===== src/fieldPkg.sv =====
`default_nettype none

package fieldPkg;

   // Playfield geometry in pixels
   localparam int fieldWidth = 640;
   localparam int numRows = 4;
   localparam int padsPerRow = 4;
   localparam int padWidth = 48;
   localparam int rowHeight = 40;

   typedef logic [10:0] coordT;

   // Per-row pad configuration, index 0 is the row nearest the far bank
   localparam int rowGap [0:numRows-1] = '{80, 80, 80, 80};

   localparam int rowSpeed [0:numRows-1] = '{25, 25, 25, 25};

   // Alternating drift direction
   localparam bit rowDirRight [0:numRows-1] = '{1'b1, 1'b0, 1'b1, 1'b0};

   localparam coordT rowStartY [0:numRows-1] = '{
      11'd320,
      11'd360,
      11'd400,
      11'd440
   };

   // X positions of all pads in one row
   typedef struct packed {
      coordT [padsPerRow-1:0] x;
   } padRowT;

endpackage

`default_nettype wire


===== src/frogPkg.sv =====
`default_nettype none

package frogPkg;

   import fieldPkg::coordT;

   // Start bank and far bank
   localparam coordT frogStartX = 11'd320;
   localparam coordT frogStartY = 11'd480;
   localparam coordT goalY = 11'd280;

   // Horizontal step and right-hand limit
   localparam coordT frogStepX = 11'd16;
   localparam coordT frogMaxX = 11'd624;

   typedef struct packed {
      coordT x;
      coordT y;
   } frogPosT;

   // One-cycle key strobes
   typedef struct packed {
      logic up;
      logic down;
      logic left;
      logic right;
   } moveT;

   typedef struct packed {
      logic crossed;
      logic drowned;
   } frogEventT;

   typedef logic [7:0] countT;

endpackage

`default_nettype wire


===== src/lilypadRow.sv =====
`timescale 1ns/1ps
`default_nettype none

module lilypadRow
   import fieldPkg::*;
   import frogPkg::*;
#(
   parameter int rowIdx = 0
) (
   input  logic    frameClk,
   input  logic    rstN,
   input  frogPosT frogPos,
   output padRowT  padPos,
   output logic    onPad
);

   // Constants of this row
   localparam coordT padPitch = coordT'(padWidth + rowGap[rowIdx]);
   localparam coordT speed = coordT'(rowSpeed[rowIdx]);
   localparam coordT wrap = coordT'(fieldWidth);
   localparam coordT padW = coordT'(padWidth);
   localparam bit dirRight = rowDirRight[rowIdx];
   localparam coordT rowY = rowStartY[rowIdx];

   coordT [padsPerRow-1:0] padNext;
   logic [padsPerRow-1:0] padHit;
   coordT [padsPerRow-1:0] frogOffset;

   // Next pad positions with wraparound at the field edge
   always_comb begin
      for (int k = 0; k < padsPerRow; k++) begin
         if (dirRight) begin
            if (padPos.x[k] + speed >= wrap) begin
               padNext[k] = padPos.x[k] + speed - wrap;
            end else begin
               padNext[k] = padPos.x[k] + speed;
            end
         end else begin
            if (padPos.x[k] >= speed) begin
               padNext[k] = padPos.x[k] - speed;
            end else begin
               padNext[k] = padPos.x[k] + wrap - speed;
            end
         end
      end
   end

   always_ff @(posedge frameClk) begin
      if (!rstN) begin
         for (int k = 0; k < padsPerRow; k++) begin
            padPos.x[k] <= coordT'(k) * padPitch;
         end
      end else begin
         padPos.x <= padNext;
      end
   end

   // Frog X relative to each pad, taken modulo the field width
   always_comb begin
      for (int k = 0; k < padsPerRow; k++) begin
         if (frogPos.x >= padPos.x[k]) begin
            frogOffset[k] = frogPos.x - padPos.x[k];
         end else begin
            frogOffset[k] = frogPos.x + wrap - padPos.x[k];
         end
         padHit[k] = frogOffset[k] < padW;
      end
   end

   // Only meaningful while the frog sits in this row
   assign onPad = (frogPos.y == rowY) && (|padHit);

endmodule

`default_nettype wire


===== src/frogMotion.sv =====
`timescale 1ns/1ps
`default_nettype none

module frogMotion
   import fieldPkg::*;
   import frogPkg::*;
(
   input  logic               frameClk,
   input  logic               rstN,
   input  moveT               move,
   input  logic [numRows-1:0] onPad,
   output frogPosT            frogPos,
   output frogEventT          frogEvent
);

   localparam frogPosT startPos = '{x: frogStartX, y: frogStartY};
   localparam coordT stepY = coordT'(rowHeight);

   frogPosT posNext;
   frogEventT eventNext;
   logic inRiver;
   logic riding;
   coordT rideX;
   coordT upY;
   coordT downY;

   // Which river row holds the frog, and where that row would carry it
   always_comb begin
      inRiver = 1'b0;
      riding = 1'b0;
      rideX = frogPos.x;
      for (int r = 0; r < numRows; r++) begin
         if (frogPos.y == rowStartY[r]) begin
            inRiver = 1'b1;
            riding = onPad[r];
            if (rowDirRight[r]) begin
               if (frogPos.x + coordT'(rowSpeed[r]) > frogMaxX) begin
                  rideX = frogMaxX;
               end else begin
                  rideX = frogPos.x + coordT'(rowSpeed[r]);
               end
            end else begin
               if (frogPos.x < coordT'(rowSpeed[r])) begin
                  rideX = '0;
               end else begin
                  rideX = frogPos.x - coordT'(rowSpeed[r]);
               end
            end
         end
      end
   end

   assign upY = frogPos.y - stepY;
   assign downY = frogPos.y + stepY;

   // Moves win over riding; priority is up, down, left, right
   always_comb begin
      posNext = frogPos;
      eventNext = '0;
      if (move.up) begin
         if (upY == goalY) begin
            posNext = startPos;
            eventNext.crossed = 1'b1;
         end else begin
            posNext.y = upY;
         end
      end else if (move.down) begin
         posNext.y = (downY > frogStartY) ? frogStartY : downY;
      end else if (move.left) begin
         posNext.x = (frogPos.x < frogStepX) ? '0 : frogPos.x - frogStepX;
      end else if (move.right) begin
         posNext.x = (frogPos.x + frogStepX > frogMaxX) ? frogMaxX : frogPos.x + frogStepX;
      end else if (inRiver) begin
         if (riding) begin
            posNext.x = rideX;
         end else begin
            // Missed every pad
            posNext = startPos;
            eventNext.drowned = 1'b1;
         end
      end
   end

   always_ff @(posedge frameClk) begin
      if (!rstN) begin
         frogPos <= startPos;
         frogEvent <= '0;
      end else begin
         frogPos <= posNext;
         frogEvent <= eventNext;
      end
   end

endmodule

`default_nettype wire


===== src/scoreKeeper.sv =====
`timescale 1ns/1ps
`default_nettype none

module scoreKeeper
   import frogPkg::*;
(
   input  logic      frameClk,
   input  logic      rstN,
   input  frogEventT frogEvent,
   output countT     crossings,
   output countT     drownings
);

   localparam countT countMax = '1;

   always_ff @(posedge frameClk) begin
      if (!rstN) begin
         crossings <= '0;
         drownings <= '0;
      end else begin
         // Both counters stick at their maximum
         if (frogEvent.crossed && crossings != countMax) begin
            crossings <= crossings + countT'(1);
         end
         if (frogEvent.drowned && drownings != countMax) begin
            drownings <= drownings + countT'(1);
         end
      end
   end

endmodule

`default_nettype wire


===== src/frogRiver.sv =====
`timescale 1ns/1ps
`default_nettype none

module frogRiver
   import fieldPkg::*;
   import frogPkg::*;
(
   input  logic      frameClk,
   input  logic      rstN,
   input  moveT      move,
   output padRowT    padX [numRows],
   output frogPosT   frogPos,
   output frogEventT frogEvent,
   output countT     crossings,
   output countT     drownings
);

   logic [numRows-1:0] onPad;

   // One instance per river row
   for (genvar r = 0; r < numRows; r++) begin : rowGen
      lilypadRow #(
         .rowIdx(r)
      ) padRow (
         .frameClk(frameClk),
         .rstN(rstN),
         .frogPos(frogPos),
         .padPos(padX[r]),
         .onPad(onPad[r])
      );
   end

   frogMotion motion (
      .frameClk(frameClk),
      .rstN(rstN),
      .move(move),
      .onPad(onPad),
      .frogPos(frogPos),
      .frogEvent(frogEvent)
   );

   scoreKeeper score (
      .frameClk(frameClk),
      .rstN(rstN),
      .frogEvent(frogEvent),
      .crossings(crossings),
      .drownings(drownings)
   );

endmodule

`default_nettype wire


===== config.mk =====
export PLATFORM = sky130hd
export DESIGN_NAME = frogRiver
export DESIGN_NICKNAME = d
export VERILOG_FILES = /design/src/fieldPkg.sv /design/src/frogPkg.sv /design/src/lilypadRow.sv /design/src/frogMotion.sv /design/src/scoreKeeper.sv /design/src/frogRiver.sv
export SDC_FILE = /design/constraint.sdc
export NUM_CORES = 1
export LEC_CHECK = 0
export BUFFER_PORTS_ARGS = -buffer_cell sky130_fd_sc_hd__buf_2
export CAP_MARGIN = 40
export CORE_AREA = 2 2 197 199
export CTS_BUF_LIST = sky130_fd_sc_hd__clkbuf_4 sky130_fd_sc_hd__clkbuf_8
export CTS_CLUSTER_DIAMETER = 200
export DETAILED_ROUTE_END_ITERATION = 12
export DIE_AREA = 0 0 199 201
export HOLD_SLACK_MARGIN = 0.02
export PLACE_DENSITY = 0.81
export SLEW_MARGIN = 20
export SYNTH_ARGS = -nofsm -noshare
export SYNTH_HDL_FRONTEND = slang
export SYNTH_SLANG_ARGS = --single-unit

===== constraint.sdc =====
create_clock -name frameClk -period 7.5 [get_ports frameClk]
set_clock_uncertainty 0.05 [all_clocks]
set_input_delay 1.5 -clock frameClk [delete_from_list [all_inputs] [get_ports frameClk]]
set_output_delay 1.5 -clock frameClk [all_outputs]
set_load 0.01 [all_outputs]

# Yosys cells after proc, flatten, opt, wreduce, memory -nomap -nowiden
# Index checks and enable logic that the tools add are counted.
# classes
n_bitwise	2
magnitude_cmp	53
n_reduce_logical	16
n_addsub	81
muxes	63
n_shift	0
mul	0
eq_ne	13
n_div	0
# op_table
operator	count
$mux W11	51
$sub A11 B11 Y11	32
$sub A11 B5 Y11 const B	18
$ge A11 B11 Y1	16
$lt A11 B6 Y1 const B	16
$add A11 B5 Y11 const B	10
$add A11 B10 Y11 const B	9
$ge A11 B10 Y1 const B	8
$ge A11 B5 Y1 const B	8
$sub A11 B10 Y11 const B	8
$eq A11 B9 Y1 const B	5
$mux W22	2
$ne A8 B8 Y1 const B	3
$gt A11 B10 Y1 const B	2
$lt A11 B5 Y1 const B	2
$add A8 B1 Y8 const B	2
$reduce_or A4 Y1	4
$add A11 B6 Y11 const B	1
$gt A11 B9 Y1 const B	1
$sub A11 B6 Y11 const B	1
$mux W1	10
$reduce_and A4 Y1	2
$logic_and A1 B1 Y1	6
$ne A3 B1 Y1 const B	2
7 further kinds	9
# word_totals
ff_bits	216
rom_bits	0
wordCells	250
out_inout_bits	216
memories	0
latch_bits	0
mem_bits_rw	0

# Depth between registers and ports, before layout
# Gate-level depths: netlist (run 1).
# depth
depth_word	16
depth_mapped	14

# Modules after synthesis
# From an unflattened synthesis (run 1), not the netlist that was laid out.
# unflattened
cells_unflattened	2744
area_unflattened_um2	21650.8
# by_module_without_submodules
mod	cells_per_inst	area_each_um2	n_inst	seq_area_each_um2
lilypadRow (rowGen[2].padRow)	594	4732.0	1	880.8
lilypadRow (rowGen[0].padRow)	592	4700.8	1	880.8
lilypadRow (rowGen[3].padRow)	548	4372.9	1	880.8
lilypadRow (rowGen[1].padRow)	548	4370.4	1	880.8
frogMotion	378	2686.3	1	420.4
scoreKeeper	84	788.3	1	320.3

# Worst setup path before layout (run 1)
# Ideal clock, no wire load.
# synth_path
path_type	reg2reg
startpoint	register motion.frogPos[18] (netlist name)
endpoint	register motion.frogPos[4] (netlist name)
path_stages_with_launch	14
setup_time_ns	0.117
t_arrival_ns	4.084
t_required_ns	7.333
setup_slack_ns	3.249
n_path_buf	0
path_cell_list	dfxtp_1 inv_1 ha_1 ha_1 and2_1 a221oi_1 a31oi_1 xnor2_1 o221ai_1 a211oi_1 or4bb_1 nand4_4 a21oi_2 a22o_1
# synth_via
elab_chain_len	12
# synth_rtl
item	line_no	text
$add A11 B10 Y11	lilypadRow.sv:64	frogOffset[k] = frogPos.x + wrap - padPos.x[k];
$sub A11 B11 Y11	lilypadRow.sv:64	
$mux W11	lilypadRow.sv:61	if (frogPos.x >= padPos.x[k]) begin
$lt A11 B6 Y1	lilypadRow.sv:66	padHit[k] = frogOffset[k] < padW;
$reduce_or A4 Y1	lilypadRow.sv:71	assign onPad = (frogPos.y == rowY) && (|padHit);
$logic_and A1 B1 Y1	lilypadRow.sv:71	
$mux W1 (3 in series)	frogMotion.sv:33	if (frogPos.y == rowStartY[r]) begin
$mux W1 *	frogMotion.sv:33	
$ne A3 B3 Y1 (no line) *	--	
$reduce_and A4 Y1 (no line) *	--	
# Mark *: on every way between the ends. The rest lies on a longest branch, timed or not.
# A chain may end at the register's enable or synchronous reset.

# Worst setup path after layout (run 1)
# layout_path
startpoint	register motion.frogPos[18] (netlist name)
endpoint	register motion.frogPos[17] (netlist name)
# layout_via
elab_chain_len	16
# layout_rtl
item	line_no	text
$add A11 B10 Y11	lilypadRow.sv:64	
$sub A11 B11 Y11	lilypadRow.sv:64	
$mux W11	lilypadRow.sv:61	
$lt A11 B6 Y1	lilypadRow.sv:66	
$reduce_or A4 Y1	lilypadRow.sv:71	
$logic_and A1 B1 Y1	lilypadRow.sv:71	
$mux W1 (4 in series)	frogMotion.sv:33	
$mux W11	frogMotion.sv:74	if (riding) begin
$mux W22	frogMotion.sv:73	end else if (inRiver) begin
$mux W11	frogMotion.sv:71	end else if (move.right) begin
$mux W11	frogMotion.sv:69	end else if (move.left) begin
$mux W11	frogMotion.sv:67	end else if (move.down) begin
$mux W22	frogMotion.sv:60	if (move.up) begin
# Parallel ways exist; a longest one is shown, timed or not. The select of a mux whose other input is x is not followed.

==> results of run 1 <==
state kept, by name, summed over array words and instances (netlist names):
register / flops
score.crossings: 8
motion.frogEvent: 2
motion.frogPos: 19
rowGen.padRow.padPos: 176
score.drownings: 8
through the flow:
step / cell area (um^2) / hold slack (ps) / total power [mW]
2_1_floorplan: 20500 / 445 / 3.19
3_3_place_gp: 22200 / 430 / 3.70
3_5_place_dp: 22300 / 439 / 3.78
4_1_cts: 23200 / 453 / 5.05
5_1_grt: 23200 / 470 / 5.42
6_report: 23200 / 448 / 5.07
placed cells by master (no fill, tap or decap), types with 9 or more instances in the layout:
| cell | n |
|---|---|
| nor2_1 | 289 |
| o41ai_1 | 9 |
| o31ai_1 | 21 |
| nand2_1 | 180 |
| o22ai_1 | 12 |
| dfxtp_2 | 10 |
| nor3_1 | 99 |
| mux2_2 | 11 |
| a21oi_1 | 168 |
| xnor2_1 | 185 |
| mux2i_1 | 30 |
| and3_1 | 42 |
| a21o_1 | 37 |
| a221oi_1 | 11 |
| nand3_1 | 93 |
| clkbuf_8 | 53 |
| nand2b_1 | 36 |
| o21ai_0 | 112 |
| nand4b_1 | 12 |
| o21a_1 | 31 |
| dfxtp_1 | 203 |
| buf_4 | 11 |
| xor2_1 | 55 |
| clkbuf_4 | 9 |
| ha_1 | 277 |
| o211ai_1 | 27 |
| nor3b_1 | 18 |
| or2_2 | 12 |
| nand4_1 | 40 |
| buf_2 | 219 |
| and2_1 | 32 |
| nor2b_1 | 38 |
| nand3b_1 | 13 |
| a211oi_1 | 38 |
| inv_1 | 215 |
| or3_1 | 29 |
| o21bai_1 | 11 |
| nor4_1 | 23 |
| a31oi_1 | 37 |
cells by family (layout without fill, tap and decap cells):
group | Yosys count | in the layout
muxes | 41 | 41
AOI/OAI and AO/OA | 636 | 636
buffers and inverters | 271 | 525
and+or+nand+nor | 985 | 985
xor gates and xnor gates | 245 | 245
DFF | 213 | 213
other | 1 | 4
adders and majority gates | 277 | 277
critical path, cell delays in order (launching register included):
cell and delay, ps:
dfxtp_2 900, inv_1 140, ha_1 620, buf_8 220, ha_1 270, nor3_1 230, a311oi_2 70, xnor2_1 140
or4_1 490, a221oi_1 420, or4bb_1 270, nor4b_1 460, a31oi_1 180
power by group through the flow:
stage                     clock (mW)  sequential, mW  combinational (mW)
after CTS                       1.27            1.47                2.31
final                           1.24            1.47                2.35
after global routing            1.33            1.49                2.60
after global placement             0            1.49                2.22
after floorplan                    0            1.50                1.70
after detailed placement           0            1.49                2.30
cell type report:
type,instances,area [um^2]
Antenna cell,1,2.50
Clock buffer,62,797
Clock inverter,9,75.1
Fill cell,3413,14900
Inverter,217,820
Multi-Input combinational cell,2187,15300
Sequential cell,213,4280
Tap cell,518,648
Timing Repair Buffer,237,1320
worst min-delay path by stage:
stage                                        endpoint  slack [ps]  depth (start not counted)                                   start
2_1_floorplan   rowGen[3].padRow.padPos[0]$_SDFF_PN0_         450                          1   rowGen[3].padRow.padPos[0]$_SDFF_PN0_
3_3_place_gp   rowGen[3].padRow.padPos[11]$_SDFF_PN0_         430                          1  rowGen[3].padRow.padPos[11]$_SDFF_PN0_
3_5_place_dp   rowGen[3].padRow.padPos[11]$_SDFF_PN0_         440                          1  rowGen[3].padRow.padPos[11]$_SDFF_PN0_
4_1_cts        rowGen[3].padRow.padPos[11]$_SDFF_PN0_         450                          1  rowGen[3].padRow.padPos[11]$_SDFF_PN0_
5_1_grt        rowGen[1].padRow.padPos[13]$_SDFF_PN0_         470                          2  rowGen[1].padRow.padPos[13]$_SDFF_PN0_
6_report       rowGen[3].padRow.padPos[11]$_SDFF_PN0_         450                          1  rowGen[3].padRow.padPos[11]$_SDFF_PN0_
layer usage:
layer	share of wire (%)	vias to the layer above
met2	45	818
met3	7.7	176
met4	4.1	0
met5	0	-
met1	43	9739
li1	-	10116
==> impl_metrics.py, run 1 <==
metrics = {
    "synth": {
        "netlist_top_cells_count": "nor2_1, ha_1, inv_1",
        "synth_cell_types": 84,
        "synth_top_area_share_pct": 20.8,
        "synthMostInstantiatedCell": "nor2_1",
        "synth.area.mux_share_pct": 2.07,
        "synth_seq_area_share_pct": 20.8,
        "async_flop_share_pct": 0,
        "synth_ff_type": "dfxtp_1",
        "synth_fa_ha_area_share_pct": 16.9,
        "synth_seq_cells": 213,
        "yosys-top-cells-area": "dfxtp_1, ha_1, xnor2_1",
        "syn_avg_cell_area_um2": 7.70,
        "synth.largest_area_cell": "dfxtp_1",
        "synth-edff-count": 0,
        "synth_top_family_by_area": "simple AND/OR/NAND/NOR gates",
        "synthSimpleGateAreaFrac_pct": 23.9,
        "synth_compound_area_share_pct": 20.7,
        "yosysWarnings": 0,
        "syn_inst": 2669,
        "synth_area_um2": 20500,
        "synthXorXnorAreaFrac_pct": 10.7,
    },
    "floorplanning": {
        "initial_utilization_pct": 53.9,
        "fp.dieH_um": 201,
        "die_x_um": 199,
        "io_pins": 222,
        "core_area_um2": 38100,
        "dieArea_um2": 40000,
        "placementRows": 72,
    },
    "power": {
        "p_leak_nw": 10.2,
        "p_comb_share_pct": 46.4,
        "power-per-cell-area_nw_per_um2": 218,
        "power_frac_clock_pct": 24.5,
        "switchingPower_mw": 2.08,
        "p_sw_share_pct": 41.0,
        "power.internal_mw": 2.99,
        "pwr-share-seq_pct": 29.0,
        "ir_drop_mv": 0.180,
    },
    "global_route": {
        "met1_usage_pct": 38.2,
        "grt_util_met2_pct": 48.8,
        "grtUsageMet3_pct": 5.78,
        "grt_pass1_wl_mm": 98.0,
        "grt_antenna_before_repair": 2,
        "busiest_layer": "met2",
        "overflow": 0,
        "grt_use_total_pct": 30.0,
        "grt_start_max_net_pins": 88,
        "grt_pass1_vias": 19607,
    },
    "placed_design": {
        "gp_congestion": 0.939,
        "port_buffers": 218,
        "place_ws_ps": 2860,
        "dp_cells": 3370,
        "dp_hpwl_mm": 45.6,
    },
    "clock_network": {
        "clk_pin_slew_ps": 70,
        "post_cts_buffers": 0,
        "clkSinkCount": 213,
        "postCtsHoldBufs": 0,
        "cts_resized": 0,
        "worstSkewPairLatency_ps": 620,
        "tritoncts": "yes",
        "numCtsBuffers": 41,
        "cts.htree.levels": 2,
        "clockBufferDepth": 3,
        "clockRootBuffer": "clkbuf_8",
    },
    "routing": {
        "dr.first_iter.drc_count": 1499,
        "via_per_inst": 6.05,
        "vias": 20849,
        "wl_per_cell_um": 17.9,
        "drtAntennaViolNets": 0,
        "first_pass_iters": 6,
        "drc": 0,
        "drt-total-wl_mm": 61.6,
    },
    "final_layout": {
        "final_layout_size_suffix_gt1_share_pct": 12.5,
        "instances_no_fill": 3444,
        "syn_to_final_growth_pct": 13.0,
        "fin_nets": 3180,
        "fin_util_pct": 60.9,
    },
    "timing": {
        "fin_ws_ps": 2870,
        "slew_violations": 0,
        "finalCriticalPeriod_ps": 4630,
        "fmax_mhz": 216,
        "tightest_slew_ps": 892,
        "rsz0062_at_grt": "no",
        "hold_viol": 0,
        "setup_viol": 0,
        "fin_crit_sh_pct": 61.7,
        "relSlewSlack_pct": 39.6,
        "setup_tns_ps": 0,
    },
    "critical_path": {
        "critPathRequiredTime_ps": 7920,
        "r2r_end": "motion.frogPos[17]$_SDFFE_PN1P_",
        "worst-setup-path-type": "flip-flop to flip-flop",
        "endpoint": "motion.frogPos[17]$_SDFFE_PN1P_",
        "worst_setup_path_end_kind": "flip-flop",
        "crit_path_start_kind": "flip-flop",
        "crit_path_start": "motion.frogPos[18]$_SDFFE_PN0P_",
        "reg2reg_from": "motion.frogPos[18]$_SDFFE_PN0P_",
        "reg2reg_setup_slack_ps": 2870,
        "cp.arrival_ps": 5050,
        "r2r_cells": 12,
        "path_max_fanout": 32,
    },
    "run": {
        "cap_violations": 0,
    },
    "min_path": {
        "hold_path_class": "flip-flop to flip-flop",
    },
    "status": {
        "status": "completed",
    },
}
(Power assumes the default switching activity.)
==> inputs of run 2 (changes only) <==
- ABC_AREA: default -> 1
- CORE_AREA: 2 2 197 199 -> 2 2 214 216
- DIE_AREA: 0 0 199 201 -> 0 0 216 218
- PLACE_DENSITY: 0.81 -> 0.8
- clock period: 7.5 -> 4.5 ns (I/O delays scaled with it)
==> run 2 against run 1 <==
Effect of this change:
- sequential share of layout area down 2.6 points
- critical path depth up 10
- combinational power rose to 2.5 times the previous value
- final area increased by 17%
- hold slack got worse by 13 ps
- global-route usage barely moved
- clock power is 73% higher
- sequential cell count is the same
- synthesized cell count grew 52%
- critical path type unchanged
- critical endpoint is now motion.frogPos[7]$_SDFFE_PN1P_
==> impl_metrics.py, run 2 <==
metrics = {
    "clock_network": {
        "clockBufferDepth": 3,
        "postCtsHoldBufs": 0,
        "clkSinkCount": 213,
        "tritoncts": "yes",
        "cts.htree.levels": 2,
        "numCtsBuffers": 42,
        "post_cts_buffers": 0,
        "worstSkewPairLatency_ps": 630,
        "clk_pin_slew_ps": 60,
        "clockRootBuffer": "clkbuf_8",
        "cts_resized": 0,
    },
    "synth": {
        "synth_seq_cells": 213,
        "synth_fa_ha_area_share_pct": 14.3,
        "synthXorXnorAreaFrac_pct": 5.99,
        "synth_top_family_by_area": "simple AND/OR/NAND/NOR gates",
        "syn_avg_cell_area_um2": 5.97,
        "synth_top_area_share_pct": 17.6,
        "synth.largest_area_cell": "dfxtp_1",
        "synth_ff_type": "dfxtp_1",
        "synthMostInstantiatedCell": "nand2_1",
        "synth_cell_types": 67,
        "synth-edff-count": 0,
        "async_flop_share_pct": 0,
        "synth_seq_area_share_pct": 17.6,
        "synth_area_um2": 24300,
        "synthSimpleGateAreaFrac_pct": 36.6,
        "netlist_top_cells_count": "nand2_1, inv_1, nor2_1",
        "yosys-top-cells-area": "dfxtp_1, nand2_1, ha_1",
        "synth_compound_area_share_pct": 13.6,
        "synth.area.mux_share_pct": 0,
        "syn_inst": 4067,
        "yosysWarnings": 0,
    },
    "critical_path": {
        "worst_setup_path_end_kind": "flip-flop",
        "path_cells": "inv_2 > ha_1 > buf_4 > ha_1 > nand2_1 > inv_1 > nand2_1 > o21ai_0 > nor2_1 > nand3_1 > xor2_1 > nand2_1 > nand2_1 > nor2_1 > nand3_1 > and2_1 > nand3_2 > nand3_4 > nand3_4 > nand2_2 > nand2_1 > nand3_1",
        "crit_family": "simple AND/OR/NAND/NOR gates",
        "path_max_fanout": 10,
        "r2r_cells": 22,
        "worst-setup-path-type": "flip-flop to flip-flop",
        "critPathMaxStageDelay_ps": 750,
        "critPathRequiredTime_ps": 4920,
        "r2r_end": "motion.frogPos[7]$_SDFFE_PN1P_",
        "cp.arrival_ps": 4220,
        "cp_common_cell": "nand2_1",
        "reg2reg_setup_slack_ps": 700,
        "reg2reg_from": "motion.frogPos[19]$_SDFFE_PN1P_",
        "cp.buffers_inverters": 3,
        "critPathSlowestCell": "ha_1",
        "crit_path_start_kind": "flip-flop",
    },
    "routing": {
        "dr.first_iter.drc_count": 2093,
        "drc": 0,
        "wl_per_cell_um": 14.8,
        "drtAntennaViolNets": 0,
        "drt-total-wl_mm": 73.1,
        "via_per_inst": 5.39,
        "first_pass_iters": 6,
        "vias": 26675,
    },
    "min_path": {
        "hold_path_class": "flip-flop to flip-flop",
        "whs_path_depth": 1,
        "min_to": "rowGen[3].padRow.padPos[27]$_SDFF_PN0_",
        "hp-start": "rowGen[3].padRow.padPos[27]$_SDFF_PN0_",
    },
    "status": {
        "status": "completed",
    },
    "global_route": {
        "overflow": 0,
        "met1_usage_pct": 38.5,
        "grt_antenna_before_repair": 3,
        "busiest_layer": "met2",
        "grt_use_total_pct": 30.0,
        "grt_pass1_wl_mm": 116,
        "grt_util_met2_pct": 48.7,
        "grt_start_max_net_pins": 59,
        "grt_pass1_vias": 24120,
        "grtUsageMet3_pct": 5.43,
    },
    "floorplanning": {
        "dieArea_um2": 47100,
        "placementRows": 78,
        "die_x_um": 216,
        "fp.dieH_um": 218,
        "core_area_um2": 44900,
        "io_pins": 222,
        "initial_utilization_pct": 54.1,
    },
    "final_layout": {
        "largest_reg_flops": 176,
        "diodes": 0,
        "final_layout_size_suffix_gt1_share_pct": 9.89,
        "final_cell_mix": "nand2_1, inv_1, nor2_1",
        "layout_commonest_cell": "nand2_1",
        "seqCellArea_um2": 4280,
        "fill_cells": 4407,
        "fin_nets": 4602,
        "largest_register": "rowGen.padRow.padPos",
        "largestRegisters": "rowGen.padRow.padPos x176, motion.frogPos x19",
        "syn_to_final_growth_pct": 11.6,
        "multiInputGateArea_um2": 17100,
    },
    "placed_design": {
        "port_buffers": 218,
        "gp_congestion": 0.994,
        "dp_hpwl_mm": 55.7,
    },
    "power": {
        "ir_drop_mv": 0.244,
        "p_leak_nw": 14.7,
        "finalPower_mw": 10.6,
        "power-per-cell-area_nw_per_um2": 390,
    },
    "timing": {
        "relSlewSlack_pct": 46.3,
        "rsz0062_at_grt": "no",
        "slew_violations": 0,
        "finalCriticalPeriod_ps": 3800,
        "setup_tns_ps": 0,
        "hold_viol": 0,
        "tightest_slew_ps": 805,
        "setup_viol": 0,
        "fmax_mhz": 263,
        "fin_crit_sh_pct": 84.4,
    },
    "run": {
        "cap_violations": 0,
    },
}
[run 2: cell types whose count changed after synthesis, sizes merged, moves of 40 or more]
cell,delta
nand2,+902
inv,+491
nand3,+246
xnor2,-159
nor2,+141
a21oi,+110
xor2,+77
o21ai,+63
and3,-40
[run 2: layout make-up]
class / count / area share [%]
clock inverters: 8 / 0.259
clock buffers: 63 / 2.99
repair buffers: 246 / 5.14
inverters: 710 / 9.87
well taps: 600 / 2.77
multi-input cells: 3106 / 63.2
flip-flops and latches: 213 / 15.8
[run 2: cell families after synthesis]
| family | count (synthesis) |
|---|---|
| adder cells (fa/ha/maj) | 277 |
| XOR/XNOR | 160 |
| flip-flops | 213 |
| other | 1 |
| AO/OA/AOI/OAI | 590 |
| buffers and inverters | 750 |
| AND/OR/NAND/NOR | 2076 |
[run 2: worst register-to-register path, cell delays in order, from the launching register on]
cell	delay [ps]
dfxtp_2	430
inv_2	90
ha_1	750
buf_4	300
ha_1	280
nand2_1	100
inv_1	40
nand2_1	50
o21ai_0	80
nor2_1	100
nand3_1	100
xor2_1	150
nand2_1	60
nand2_1	50
nor2_1	90
nand3_1	70
and2_1	180
nand3_2	140
nand3_4	130
nand3_4	150
nand2_2	100
nand2_1	90
nand3_1	60
[run 2: worst max path at each step]
stage	start	end	slack, ps	cells after the start
floorplan	motion.frogPos[18]$_SDFFE_PN0P_	motion.frogPos[7]$_SDFFE_PN1P_	800	19
global placement	motion.frogPos[19]$_SDFFE_PN1P_	motion.frogPos[7]$_SDFFE_PN1P_	830	22
detailed placement	motion.frogPos[19]$_SDFFE_PN1P_	motion.frogPos[7]$_SDFFE_PN1P_	740	22
CTS	motion.frogPos[19]$_SDFFE_PN1P_	motion.frogPos[8]$_SDFFE_PN1P_	730	22
global route	motion.frogPos[19]$_SDFFE_PN1P_	motion.frogPos[8]$_SDFFE_PN1P_	420	22
finish	motion.frogPos[19]$_SDFFE_PN1P_	motion.frogPos[7]$_SDFFE_PN1P_	700	22
[run 2: power breakdown]
group / switching [mW] / internal, mW
combinational: 3.82 / 2.13
clock: 0.941 / 1.20
sequential: 0.340 / 2.14
total: 5.10 / 5.47
[run 2: layer usage]
layer  share of wire (%)  wire [um]
met1                  44      32200
met2                  43      31800
met4                 4.5       3300
met5               0.047         34
met3                 7.9       5770
[run 2: stage by stage]
step | worst slack (ps) | utilization, % | cell area (um^2) | hold WS, ps | instances
floorplan | 805 | - | 24300 | 434 | 4069
global placement | 826 | 58.2 | 26100 | 413 | 4871
detailed placement | 742 | 58.4 | 26200 | 421 | 4874
CTS | 726 | 60.3 | 27100 | 432 | 4945
global route | 415 | 60.4 | 27100 | 456 | 4946
finish | 701 | 60.4 | 27100 | 435 | 4946
